`src/common/fbPkg.sv`:
```
// frame geometry, lane layout and derived widths of the colour buffer, referenced as fbPkg::NAME
package fbPkg;

    // visible frame in pixels
    localparam int DISPLAY_WIDTH = 32;  // pixels per line
    localparam int DISPLAY_HEIGHT = 16; // lines per frame

    // pixels are interleaved over the lanes, the lane of a pixel is x modulo NUM_LANES
    localparam int NUM_LANES = 4;

    // RGBA4444, one nibble per channel
    localparam int PIXEL_WIDTH = 16;
    localparam int CHANNEL_WIDTH = 4;                          // also the RAM strobe width
    localparam int NUM_CHANNELS = PIXEL_WIDTH / CHANNEL_WIDTH; // one mask bit per channel

    // coordinate widths
    localparam int X_WIDTH = $clog2(DISPLAY_WIDTH);  // 5 bits for 32 columns
    localparam int Y_WIDTH = $clog2(DISPLAY_HEIGHT); // 4 bits for 16 lines
    localparam int LANE_WIDTH = $clog2(NUM_LANES);   // low bits of x that pick the lane

    // every lane holds a quarter of the frame
    // the word address is y * (DISPLAY_WIDTH / NUM_LANES) + x / NUM_LANES,
    // which is just {y, x[X_WIDTH-1:LANE_WIDTH]} as long as the sizes are powers of two
    localparam int LANE_WORDS = (DISPLAY_WIDTH * DISPLAY_HEIGHT) / NUM_LANES;
    localparam int LANE_ADDR_WIDTH = $clog2(LANE_WORDS);

    // the RAM is sized in power-of-two bytes, so add the bytes per word to the address width
    localparam int LANE_MEM_BYTES_LOG2 = LANE_ADDR_WIDTH + $clog2(PIXEL_WIDTH / 8);

endpackage

```
`src/verilog/scanOut.sv`:
```
// drain of the colour buffer that the top level uses to stream the lanes in raster order
module scanOut
(
    input  logic                                  clk,
    input  logic                                  arstN,

    input  logic                                  scanStart, // ignored while a scan runs

    // shared read bus with one returned word per lane
    input  logic [fbPkg::PIXEL_WIDTH - 1 : 0]     readData [fbPkg::NUM_LANES],
    output logic                                  readCs,
    output logic [fbPkg::LANE_ADDR_WIDTH - 1 : 0] readAddr,

    // display stream without back-pressure
    output logic [fbPkg::PIXEL_WIDTH - 1 : 0]     pixelOut,
    output logic                                  pixelValid,
    output logic                                  frameDone  // with the last pixel of a frame
);
    logic                                reading;   // still issuing lane reads
    logic [fbPkg::LANE_WIDTH - 1 : 0]    readPhase; // read is issued in phase zero
    logic [fbPkg::LANE_WIDTH - 1 : 0]    outPhase;  // lane currently on pixelOut
    logic                                dataFresh; // readData was updated at the last edge
    logic [fbPkg::PIXEL_WIDTH - 1 : 0]   pixelShift [fbPkg::NUM_LANES - 1]; // lanes one and up

    assign readCs = reading && (readPhase == '0);

    // the reads stop once the last word is issued, so the only lane-three pixel
    // that appears with reading low is the last pixel of the frame
    assign frameDone = pixelValid && !reading && (&outPhase);

    // lane zero goes out straight from the RAM, the rest from the shift register
    assign pixelOut = dataFresh ? readData[0] : pixelShift[0];

    // read sequencer that fetches one word of every lane each NUM_LANES cycles
    always_ff @(posedge clk or negedge arstN)
    begin
        if (!arstN)
        begin
            reading <= 1'b0;
            readPhase <= '0;
            readAddr <= '0;
        end
        else if (reading)
        begin
            readPhase <= readPhase + 1'b1;
            if (&readPhase)
            begin
                readAddr <= readAddr + 1'b1; // next word is read as the current one drains
            end
            if (readCs && (&readAddr))
            begin
                reading <= 1'b0; // last word issued
            end
        end
        else if (scanStart && !pixelValid) // the tail of a running frame also blocks a start
        begin
            reading <= 1'b1;
            readPhase <= '0;
            readAddr <= '0;
        end
    end

    // output framing
    always_ff @(posedge clk or negedge arstN)
    begin
        if (!arstN)
        begin
            dataFresh <= 1'b0;
            pixelValid <= 1'b0;
            outPhase <= '0;
        end
        else
        begin
            dataFresh <= readCs; // RAM latency is one cycle
            if (readCs)
            begin
                pixelValid <= 1'b1;
                outPhase <= '0;  // new word starts with lane zero
            end
            else
            begin
                if (frameDone)
                begin
                    pixelValid <= 1'b0;
                end
                if (pixelValid)
                begin
                    outPhase <= outPhase + 1'b1;
                end
            end
        end
    end

    // lanes one and up are latched while lane zero is shown and then step towards the output
    always_ff @(posedge clk)
    begin
        if (dataFresh)
        begin
            for (int k = 0; k < fbPkg::NUM_LANES - 1; k++)
            begin
                pixelShift[k] <= readData[k + 1];
            end
        end
        else
        begin
            for (int k = 0; k < fbPkg::NUM_LANES - 2; k++)
            begin
                pixelShift[k] <= pixelShift[k + 1]; // one pixel towards the output per cycle
            end
        end
    end

endmodule
```
`config.mk`:
```
export PLATFORM = sky130hd
export DESIGN_NAME = scanOut
export DESIGN_NICKNAME = d
export VERILOG_FILES = /design/src/common/fbPkg.sv /design/src/verilog/scanOut.sv
export SDC_FILE = /design/constraint.sdc
export NUM_CORES = 1
export LEC_CHECK = 0
export ABC_AREA = 1
export BUFFER_PORTS_ARGS = -buffer_cell sky130_fd_sc_hd__buf_4
export CORE_ASPECT_RATIO = 0.6
export CORE_UTILIZATION = 30
export CTS_CLUSTER_SIZE = 14
export DETAILED_ROUTE_END_ITERATION = 6
export MAX_ROUTING_LAYER = met4
export PLACE_DENSITY_LB_ADDON = 0.1
export SYNTH_ARGS = -nofsm -noshare
export SYNTH_HDL_FRONTEND = slang
export SYNTH_SLANG_ARGS = --single-unit
```
`constraint.sdc`:
```
create_clock -name clk -period 2.95 [get_ports clk]
set_clock_uncertainty 0.05 [all_clocks]
set_input_delay 0.4425 -clock clk [delete_from_list [all_inputs] [get_ports clk]]
set_output_delay 0.4425 -clock clk [all_outputs]
set_load 0.05 [all_outputs]
```
* Word level (Yosys, flattened, before mapping) *
Memory sizes are Yosys's and may differ from the RTL's.
Index checks and enable logic that the tools add are counted.

operators by class
  $add $sub $neg = 3
  equality and inequality tests = 1
  mux-type cells = 18
  bitwise logic cells = 2
  reductions and logical operators = 15

operators with widths
  kind                 number
  $mux 16              3
  $mux 7               3
  $mux 1               8
  $mux 2               4
  $add 7x1->7 const B  1
  $reduce_and 7->1     1
  $reduce_and 2->1     3
  $reduce_bool 2->1    3
  $logic_and 1x1->1    5
  $add 2x1->2 const B  2
  $logic_not 1->1      2
  $logic_not 2->1      1
  $ne 2x1->1 const B   1
  $or 1x1->1           2

word-level totals
  bits in registers = 14
  bits in writable memories = 48
  input port bits = 67
  output and inout port bits = 26
  logic and storage cells = 46
  memories kept = 1

memory list
  memory      words  width  rd ports  clocked after memory_dff  wr ports  RTL line       text
  pixelShift  3      16     3         0                         3         scanOut.sv:23  logic [fbPkg::PIXEL_WIDTH - 1 : 0] pixelShift [fbPkg::NUM_LANES - 1];

* Depth between registers and ports, before layout *
  depth in word-level cells = 5
  depth in mapped cells = 6
  mapped depth without buffers = 6

* Worst setup path before layout *
No wires, ideal clock.

  kind = reg-to-output
  from = register pixelValid
  to = output port frameDone
  arrival = 1,958 ps
  data required time = 2,457 ps
  setup slack = 499 ps
  stages on the path, launching flop included = 3
  buffers on the path = 0
  cell sequence = dfrtp_1 > inv_1 > nor3_1

between the ends
  longest elaborated chain between the ends = 2

RTL lines
  element                          RTL line       text
  start, declared                  scanOut.sv:16  output logic pixelValid,
  start signal, assigned           scanOut.sv:69  pixelValid <= 1'b0;
  start signal, assigned           scanOut.sv:77  pixelValid <= 1'b1;
  start signal, assigned           scanOut.sv:84  pixelValid <= 1'b0;
  $logic_and 1x1->1 (2 in series)  scanOut.sv:29  assign frameDone = pixelValid && !reading && (&outPhase);
  end, declared                    scanOut.sv:17  output logic frameDone

Every way passes these cells.

* Worst setup path after layout *
  from = register dataFresh
  to = output port pixelOut[15] in the netlist's numbering

between the ends
  longest elaborated chain between the ends = 1

RTL lines
  element                 RTL line       text
  start, declared         scanOut.sv:22  logic dataFresh;
  start signal, assigned  scanOut.sv:74  dataFresh <= readCs;
  $mux 16                 scanOut.sv:32  assign pixelOut = dataFresh ? readData[0] : pixelShift[0];
  end, declared           scanOut.sv:15  output logic [fbPkg::PIXEL_WIDTH - 1 : 0] pixelOut,

Every way passes these cells.

==> results.toml <==
[pwr]
ir_drop_mv = 0.481
finalPower_uw = 4010
cellPowerDensity_mw_per_mm2 = 1140
leakage_uw = 0.00163

[clock_network]
root_buffer = "clkbuf_16"
cts_sinks = 62
clockBufferDepth = 2
clk_latency_ps = 310
numCtsBuffers = 9
cts_htree_levels = 3
cts_tree = "done"
clkTransAtPathRegs_ps = 50
post_cts_resized = 0

[worst_setup_path]
path_cells = "mux2_2, buf_4"
cp.required_ps = 2460
cp_slowest_cell = "dfrtp_2"
critPathKind = "reg2out"
path_max_fanout = 26
cp-end-kind = "output port"
cpPeakStageDelay_ps = 840
arrival_ps = 1760
worstSetupStartpointType = "register"

[synth]
synth_mux_area_frac = 0.250
synth_edf_count = 16
ys_types = 26
synth_xor_area_frac = 0.00355
syn_inst = 180
synth_top_area_frac = 0.260
synthSimpleGateAreaFrac = 0.0589
synth_top_family_by_area = "multiplexers"
synth_area_leaders = "dfxtp_1, edfxtp_1, dfrtp_1"
synth.avg_cell_area_sq_um = 13.7
yosys_most_used_dff = "dfxtp_1"
ys_async_sr_fraction = 0.226
synth_fa_ha_area_frac = 0.0203
synth_top_area_cell = "dfxtp_1"
ys_ff_latch = 62
syn_nets = 251
ys_seq_area_frac = 0.597
synth_compound_area_frac = 0.0304
synth_warnings = 0
synth_area_sq_mm = 0.00247

[sta]
rsz0062_at_grt = "false"
setup_tns_ps = 0
finalHoldViolCount = 0
max_freq_mhz = 445
period_needed_ps = 2250
worst_slew_pin_slew_ps = 741
setup_viol_count_final = 0
slew_violations = 0
period_share = 0.763
slew-limit-headroom = 0.506

[route]
finalWirelength_mm = 4.91
drcViolationCount = 0
dr.pass1.iters = 4
via_per_inst = 4.17
drtAntennaViolNets = 0
num_vias = 1640
wl_per_cell_um = 12.5
drt_iter0_drc = 54

[hold_path]
min_path_type = "in2reg"

[global_route]
grt_first_pass_wirelength_mm = 7.69
grt_overflow = 0
antenna_found_initial = 0
grt_pass1_vias = 1553
grt_util_all_layers = 0.127
grt_max_degree = 27

[layout]
n_antenna_cell = 0
drive_above_1_share = 0.547
areaGrowthSynthToFinish_pct = 42.8
nNetsFinal = 352

[floorplan]
die_x_um = 119
initial_utilization = 0.312
die_height_um = 72.2
rows = 25
pin_count = 93
core_sq_mm = 0.00791
fp.dieArea_sq_mm = 0.00860

[place]
dp_hpwl_mm = 3.63
io_buffers = 92
gp_congestion = 0.752

[status]
status = "finished, final reports clean"

[job]
max_cap_viol_count = 0
where the power goes:
group          internal, uW  switching (uW)  total, uW
sequential             1210             197       1410
combinational           758             972       1730
clock                   562             306        869
worst max-delay path: cells and delay by family, from the launching register on:
kind,cells,cell delay (ps)
buffers and inverters,1,190
DFF,1,840
muxes,1,410
path summary, 6_finish.rpt:
kind | start | to | slack, ps | cells after the start
max | dataFresh | pixelOut[15] | 700 | 2
min | readData[1] | pixelShift[1][1] | 250 | 1
max reg2reg | dataFresh | pixelShift[0][8] | 1170 | 2
min reg2reg | pixelShift[0][29] | pixelShift[0][13] | 400 | 1
max in group asynchronous | arstN | dataFresh | 2170 | 2
min in group asynchronous | arstN | readAddr[1] | 490 | 2
placed cells by master, fill, tap and decap left out, drive strengths merged, types with 2 or more instances in the layout:
cell    netlist  layout
buf           6      95
mux2         48      48
dfxtp        32      32
edfxtp       16      16
nand2        16      16
clkbuf        0      15
dfrtp        14      14
inv          13      13
nor2          8       8
nand3         6       6
a21oi         4       4
ha            4       4
o21ai         4       4
a31oi         2       2
nand4         2       2
state kept, by name (all words and copies together), names as in the netlist:
signal      cells
pixelShift     48
dataFresh       1
pixelValid      1
reading         1
readPhase       2
outPhase        2
readAddr        7
per-stage QoR:
step / utilization / instances / hold WS, ps / setup slack (ps) / instance area (sq um)
CTS: 0.445 / 393 / 237 / 643 / 3520
global route: 0.445 / 393 / 231 / 629 / 3520
detailed placement: 0.412 / 377 / 261 / 1010 / 3260
floorplan: - / 180 / 96.9 / 499 / 2470
global placement: 0.412 / 377 / 261 / 1030 / 3260
finish: 0.445 / 393 / 253 / 701 / 3520
kinds of logic (layout without fill, tap and decap cells):
family	count (synthesis)	after routing
adders and majority gates	4	4
DFF	62	62
xor gates and xnor gates	1	1
and+or+nand+nor	33	33
buffers and inverters	19	124
muxes	48	48
AOI/OAI and AO/OA	13	13
cell type report:
| type | count | area (sq um) |
|---|---|---|
| clock buffers | 15 | 248 |
| fillers | 757 | 4390 |
| inverters | 13 | 48.8 |
| multi-input cells | 99 | 895 |
| flip-flops and latches | 62 | 1470 |
| well taps | 108 | 135 |
| repair buffers | 96 | 723 |
routing by layer:
| layer | vias to the layer above | GRT usage | wire (um) |
|---|---|---|---|
| met3 | 9 | 0.0527 | 312 |
| met2 | 51 | 0.160 | 2010 |
| met1 | 755 | 0.171 | 2520 |
| met5 | - | - | 0 |
| li1 | 825 | - | - |
| met4 | 0 | 0.0605 | 60 |
synth_stat cells (2+ instances only):
cell type and n:
buf_6 3, edfxtp_1 16, o21ai_0 3, buf_2 2, inv_1 12, nand2_1 15
nand3_1 5, a31oi_1 2, mux2_4 20, dfrtp_1 14, dfxtp_1 32, ha_1 4
a21oi_1 4, nand4_1 2, mux2_2 28, nor2_1 8
what timing repair did:
item	in CTS	in global routing
setup buffers	0	0
hold buffers	1	0
hold endpoints to repair	14	0
endpoints found under the setup margin	0	0
(Power assumes the default switching activity.)
