[src/common/fbPkg.sv]
// frame geometry, lane layout and derived widths of the colour buffer, referenced as fbPkg::NAME
package fbPkg;

    // visible frame in pixels
    localparam int DISPLAY_WIDTH = 32;  // pixels per line
    localparam int DISPLAY_HEIGHT = 16; // lines per frame

    // pixels are interleaved over the lanes, the lane of a pixel is x modulo NUM_LANES
    localparam int NUM_LANES = 4;

    // RGBA4444, one nibble per channel
    localparam int PIXEL_WIDTH = 16;
    localparam int CHANNEL_WIDTH = 4;                          // also the RAM strobe width
    localparam int NUM_CHANNELS = PIXEL_WIDTH / CHANNEL_WIDTH; // one mask bit per channel

    // coordinate widths
    localparam int X_WIDTH = $clog2(DISPLAY_WIDTH);  // 5 bits for 32 columns
    localparam int Y_WIDTH = $clog2(DISPLAY_HEIGHT); // 4 bits for 16 lines
    localparam int LANE_WIDTH = $clog2(NUM_LANES);   // low bits of x that pick the lane

    // every lane holds a quarter of the frame
    // the word address is y * (DISPLAY_WIDTH / NUM_LANES) + x / NUM_LANES,
    // which is just {y, x[X_WIDTH-1:LANE_WIDTH]} as long as the sizes are powers of two
    localparam int LANE_WORDS = (DISPLAY_WIDTH * DISPLAY_HEIGHT) / NUM_LANES;
    localparam int LANE_ADDR_WIDTH = $clog2(LANE_WORDS);

    // the RAM is sized in power-of-two bytes, so add the bytes per word to the address width
    localparam int LANE_MEM_BYTES_LOG2 = LANE_ADDR_WIDTH + $clog2(PIXEL_WIDTH / 8);

endpackage

[src/verilog/fragmentWriter.sv]
// feeder of the colour buffer, turns pixel writes and clear commands into lane write cycles
module fragmentWriter
(
    input  logic                                  clk,
    input  logic                                  arstN,

    // single pixel write, taken only while busy is low
    input  logic                                  pixelWrite,
    input  logic [fbPkg::X_WIDTH - 1 : 0]         pixelX,
    input  logic [fbPkg::Y_WIDTH - 1 : 0]         pixelY,
    input  logic [fbPkg::PIXEL_WIDTH - 1 : 0]     pixelColor,
    input  logic [fbPkg::NUM_CHANNELS - 1 : 0]    colorMask,   // bit k enables nibble k

    // full frame clear, also taken only while busy is low
    input  logic                                  clearStart,
    input  logic [fbPkg::PIXEL_WIDTH - 1 : 0]     clearColor,

    output logic                                  busy,

    // shared write bus to all lanes, laneSel picks the lanes that store
    output logic [fbPkg::PIXEL_WIDTH - 1 : 0]     writeData,
    output logic [fbPkg::LANE_ADDR_WIDTH - 1 : 0] writeAddr,
    output logic [fbPkg::NUM_CHANNELS - 1 : 0]    writeMask,
    output logic                                  write,
    output logic [fbPkg::NUM_LANES - 1 : 0]       laneSel
);
    logic clearing;  // walking the address counter over the lanes
    logic clearTail; // one extra busy cycle after the last clear write
    logic [fbPkg::LANE_ADDR_WIDTH - 1 : 0] pixelAddr;  // word address of the requested pixel
    logic [fbPkg::NUM_LANES - 1 : 0]       laneDecode; // one-hot lane of the requested pixel
    logic [fbPkg::PIXEL_WIDTH - 1 : 0]     maskedColor;

    assign busy = clearing | clearTail; // requests are dropped whenever this is high

    // y selects the row of words, the upper bits of x the word inside the row
    assign pixelAddr = {pixelY, pixelX[fbPkg::X_WIDTH - 1 : fbPkg::LANE_WIDTH]};

    always_comb
    begin
        laneDecode = '0;
        laneDecode[pixelX[fbPkg::LANE_WIDTH - 1 : 0]] = 1'b1; // x modulo lane count
    end

    // disabled channels go out as zero, the RAM ignores them anyway
    always_comb
    begin
        for (int c = 0; c < fbPkg::NUM_CHANNELS; c++)
        begin
            maskedColor[c * fbPkg::CHANNEL_WIDTH +: fbPkg::CHANNEL_WIDTH] =
                {fbPkg::CHANNEL_WIDTH{colorMask[c]}} &
                pixelColor[c * fbPkg::CHANNEL_WIDTH +: fbPkg::CHANNEL_WIDTH];
        end
    end

    // control path, writeAddr doubles as the clear counter
    always_ff @(posedge clk or negedge arstN)
    begin
        if (!arstN)
        begin
            clearing <= 1'b0;
            clearTail <= 1'b0;
            write <= 1'b0;
            writeAddr <= '0;
        end
        else if (clearing)
        begin
            if (&writeAddr) // last word of every lane goes in at this edge
            begin
                clearing <= 1'b0;
                clearTail <= 1'b1;
                write <= 1'b0;
            end
            else
            begin
                writeAddr <= writeAddr + 1'b1; // write stays high, one word per cycle
            end
        end
        else if (clearTail)
        begin
            clearTail <= 1'b0; // busy drops after this cycle
        end
        else if (clearStart) // a clear wins over a pixel in the same cycle
        begin
            clearing <= 1'b1;
            write <= 1'b1;
            writeAddr <= '0;
        end
        else
        begin
            write <= pixelWrite; // a pixel write lasts exactly one cycle
            if (pixelWrite)
            begin
                writeAddr <= pixelAddr;
            end
        end
    end

    // payload, loaded only when a request is taken
    always_ff @(posedge clk)
    begin
        if (!busy)
        begin
            if (clearStart)
            begin
                writeData <= clearColor;
                writeMask <= '1; // all channels
                laneSel <= '1;   // all lanes, so the counter covers the whole frame
            end
            else if (pixelWrite)
            begin
                writeData <= maskedColor;
                writeMask <= colorMask;
                laneSel <= laneDecode;
            end
        end
    end

endmodule

[config.mk]
export PLATFORM = sky130hd
export DESIGN_NAME = fragmentWriter
export DESIGN_NICKNAME = d
export VERILOG_FILES = /design/src/common/fbPkg.sv /design/src/verilog/fragmentWriter.sv
export SDC_FILE = /design/constraint.sdc
export NUM_CORES = 1
export LEC_CHECK = 0
export ABC_AREA = 1
export BUFFER_PORTS_ARGS = -buffer_cell sky130_fd_sc_hd__buf_2
export CAP_MARGIN = 20
export CORE_UTILIZATION = 45
export DETAILED_ROUTE_END_ITERATION = 12
export PLACE_DENSITY_LB_ADDON = 0.25
export SETUP_SLACK_MARGIN = 0.3
export SLEW_MARGIN = 0
export SYNTH_ARGS = -nofsm -noshare
export SYNTH_HDL_FRONTEND = slang
export SYNTH_SLANG_ARGS = --single-unit
[constraint.sdc]
create_clock -name clk -period 2.25 [get_ports clk]
set_clock_uncertainty 0.05 [all_clocks]
set_input_delay 0.1125 -clock clk [delete_from_list [all_inputs] [get_ports clk]]
set_output_delay 0.1125 -clock clk [all_outputs]
set_load 0.01 [all_outputs]
# == Yosys cells after proc, flatten, opt, wreduce, memory -nomap -nowiden ==
# Cells that the tools add are included.
# classes
add_sub_neg,1
magnitude_cmp,2
n_eq_ne,3
n_mux,21
bitwise,6
reduce_logical,7
# ops
op,n
$mux W7,5
$mux W16,2
$and A4 B4 Y4,4
$mux W1,11
$mux W4,2
$add A7 B1 Y7 const B,1
$reduce_and A7 Y1,1
$ne A2 B2 Y1 const B,2
$reduce_and A2 Y1,2
$lt A2 B3 Y1 const B,1
$reduce_and A3 Y1,1
$reduce_bool A3 Y1,1
$demux W1 S2,1
$ge A2 B1 Y1 const B,1
$ne A2 B1 Y1 const B,1
$reduce_bool A2 Y1,1
$logic_and A1 B1 Y1,1
$not A1 Y1,1
$or A1 B1 Y1,1
# word_totals
ff_bits,34
input_bits,49
output_inout_bits,33
word_cells,47

# == Logic depth before layout (Yosys ltp) ==
# depth
ltp_word,5
mapped_depth,8
ltp_nobuf,8

# == Worst setup path before layout ==
# No wires, ideal clock.
# synth_path
path_kind,reg-to-reg
from,register clearing
to,register laneSel[0] (netlist bit) (enable)
setup_ns,0.379
arrival_time_ns,1.329
required_ns,1.821
slack_ns,0.492
stages_incl_launch_ff,5
n_path_buf,1
period_less_slack_ns,1.758
cell_sequence,dfrtp_1 > buf_4 > nor2_1 > o21ai_4 > inv_1
# synth_via
elab_chain_cells,3
# synth_lines
item,line_no,text
start: declaration,fragmentWriter.sv:27,logic clearing;
start signal: assignment,fragmentWriter.sv:60,clearing <= 1'b0;
start signal: assignment,fragmentWriter.sv:69,clearing <= 1'b0;
start signal: assignment,fragmentWriter.sv:84,clearing <= 1'b1;
$or A1 B1 Y1,fragmentWriter.sv:33,assign busy = clearing | clearTail;
$not A1 Y1 (no line),--,
$reduce_and A2 Y1 (no line),--,
end signal: assignment,fragmentWriter.sv:113,laneSel <= laneDecode;
end: declaration,fragmentWriter.sv:25,output logic [fbPkg::NUM_LANES - 1 : 0] laneSel
# No other way between the ends.
# A chain may end at the register's enable or synchronous reset.

# == Final worst setup path ==
# layout_path
from,register clearing
to,register writeData[12] (netlist bit) (enable)
# layout_via
elab_chain_cells,3
# layout_lines
item,line_no,text
$or A1 B1 Y1,fragmentWriter.sv:33,
$not A1 Y1 (no line),--,
$reduce_and A2 Y1 (no line),--,
end signal: assignment,fragmentWriter.sv:105,writeData <= clearColor;
end signal: assignment,fragmentWriter.sv:111,writeData <= maskedColor;
end: declaration,fragmentWriter.sv:21,"output logic [fbPkg::PIXEL_WIDTH - 1 : 0] writeData,"
# No other way between the ends.

==> results.md <==
- Status: finished, final reports clean
- Post-Syn Nets: approximately 220
- Dpl hpwl: 2.54 mm
- Full die area: around 0.0038 mm2
- Utilization after layout: 0.660
- # DRC: 0
- Drt initial violations: 131
- XOR/XNOR Fraction of Synth Area: 0.00543
- IO Count: 82
- Clock Power Share: 0.164
- Synthesis-to-finish area growth: 38.8%
- RSZ-0062 raised after global routing: false
- Startpoint types: register
- Post-Synth Adder-Cell Area: 0.00776
- Main combinational cell family by area after synthesis: simple AND/OR/NAND/NOR gates
- Ant diodes: 0
- Vias in the first global route: 1,276
- # setup viols final: 0
- Top_reg_cell synth: edfxtp_1
- Final count of pins violating max slew: 0
- Reg power frac: 0.490
- Max_cap viols: 0
- Final hold vios: 0
- Total Wirelength: 3.59 mm
- Most common cell after layout, fill and taps aside: buf_2
- Placeable Area: 0.00339 mm2
- Grt ovf: 0
- Worst hold path depth: 3
- Worst Path Required: about 2.2 ns
- Part of the Yosys area used for sequential elements: 0.602
- Crit path DAT: 1.61 ns
- PD cells: 839 mW/mm2
- Total track usage: 0.203
- PortBufs: 81
- Crit end category: register
- Cell Area, Synth: 0.00161 mm2
- Worst-Margin Slew: just over 0.4 ns
- FF-to-FF Start: clearing
- Portion of netlist area occupied by mux cells: 0
- Starting density of the core: 0.476
- Via count: between 1,500 and 2,000
- R2R Setup Slk: 0.60 ns
- First-pass GRT wire length: 5.46 mm
- Layout cells sized above 1: 0.387
- Die height: between 60 and 70 um
- ANT nets after route: 0
- CTS buffer count: 5
- RePlAce Congestion: 0.873
- Leak: 1.11 nW
- Clk_lat worst skew: 0.33 ns
- Die X: just over 60 um
- Unique masters post-synth: 22
- Setup TNS: 0 ns
- Largest net degree at the start of global routing: 25
- Switching pwr: 0.671 mW
- Combinational power share: 0.346
- Cell Int Power: around 1.2 mW
- Total Power: 1.88 mW
- Clk root buf: clkbuf_4
- Via density: 4.81
- CTS Sinks: 34
- Hold_sp: clearColor[12]
- Reg2reg end: writeData[12]
- Slew margin rel.: 0.729
- Fmax: just over 600 MHz
- Post-synthesis simple-gate area fraction: 0.272
- Synth Warn #: 0
- Reg clk slew, reported paths: about 0.1 ns
- CTS tree: done
- WL/cell: 11.5 um
- Compound-cell area share of the yosys netlist: 0.0706
- Worst Path Max Fanout: 24
- Syn Area/Cell: 9.60 um2
- Post-synth EDFFs: 24
- R2R depth: 4
- Synth async-reset ratio: 0.294
- Hold/Removal Path Class: in -> reg
- Most frequent cells in the layout: buf_2, nand2_1, edfxtp_1
- Worst VDD drop: 0.404 mV
- Setup Crit Path Kind: reg -> reg
- Seq cells post-synth: 34
- CTS resizes: 0
- Row cnt: 21
- Fin nets: around 320
- Hold Path Sink: writeData[12]
- Syn Inst Count: 168
- H-tree Lvls: 2
- Sw frac: 0.357
- CTS Buffer Depth: 2
- Initial antenna violation count: 0
- Fin crit share: 0.734
- Fin crit period: 1.65 ns
- DR pass1 iterations: 4
[cell families after synthesis]
family / count (synthesis)
adders and majority gates: 1
buffers and inverters: 17
xor gates and xnor gates: 1
AOI/OAI and AO/OA: 17
and+or+nand+nor: 98
DFF: 34
[power groups by stage]
stage               Combinational, mW  Clock [mW]  Sequential (mW)
floorplan                       0.367           0            0.961
global placement                0.627           0            0.929
detailed placement              0.637           0            0.934
CTS                             0.654       0.318            0.919
global route                    0.740       0.342            0.939
finish                          0.650       0.307            0.921
[per-layer routing]
layer / vias to the layer above / global-route usage / part of all wire
li1: 754 / - / -
met1: 673 / 0.234 / 0.41
met2: 69 / 0.344 / 0.49
met3: 6 / 0.0745 / 0.079
met4: 0 / 0.0825 / 0.016
met5: - / 0 / 0
[per-stage QoR]
stage | instance area, um2 | instances | setup slack [ns] | hold slack [ns]
after floorplan | 1610 | 168 | 0.492 | -0.233
after CTS | 2240 | 312 | 0.594 | 0.000317
after global routing | 2240 | 312 | 0.490 | 0.00769
after global placement | 2070 | 292 | 0.654 | -0.0616
final | 2240 | 312 | 0.600 | 0.0134
after detailed placement | 2070 | 292 | 0.608 | -0.0572
[area by class of cell]
type / count / area [um2]
clock buffers: 6 / 41.3
clock inverters: 2 / 8.76
fillers: 298 / 1150
inverters: 12 / 45.0
multi-input cells: 117 / 574
flip-flops and latches: 34 / 971
well taps: 46 / 57.6
repair buffers: 95 / 541
[sequential cells by signal, indices dropped and copies added (netlist names)]
register / flops
writeData: 16
writeAddr: 7
laneSel: 4
writeMask: 4
clearTail: 1
clearing: 1
write: 1
[synthesized netlist by cell type, drive strengths merged, types with 4 or more instances]
cell type / instances / area share
clkbuf: 4 / 0.0093
dfrtp: 10 / 0.16
edfxtp: 24 / 0.45
inv: 12 / 0.028
nand2: 64 / 0.16
nand3: 24 / 0.078
nor2: 5 / 0.013
o21ai: 14 / 0.057
or2: 4 / 0.016
[worst max-delay path, cell delays in order, from the launching register on]
cell and delay [ns]:
dfrtp_1 0.50, nor2_1 0.27, o21ai_4 0.14, inv_1 0.08
buf_4 0.29
[timing repair]
item | 4_1_cts | 5_1_grt
setup buffers | 0 | 0
hold endpoints to repair | 21 | 0
hold buffers | 12 | 0
[worst max path at each step]
stage / from / to / slack, ns
final: clearing / writeData[12] / 0.60
after global routing: clearing / writeData[12] / 0.49
after CTS: clearing / writeData[12] / 0.59
after detailed placement: clearing / writeData[12] / 0.61
after global placement: clearing / writeData[0] / 0.65
after floorplan: clearing / laneSel[0] / 0.49
(Power assumes the default switching activity.)
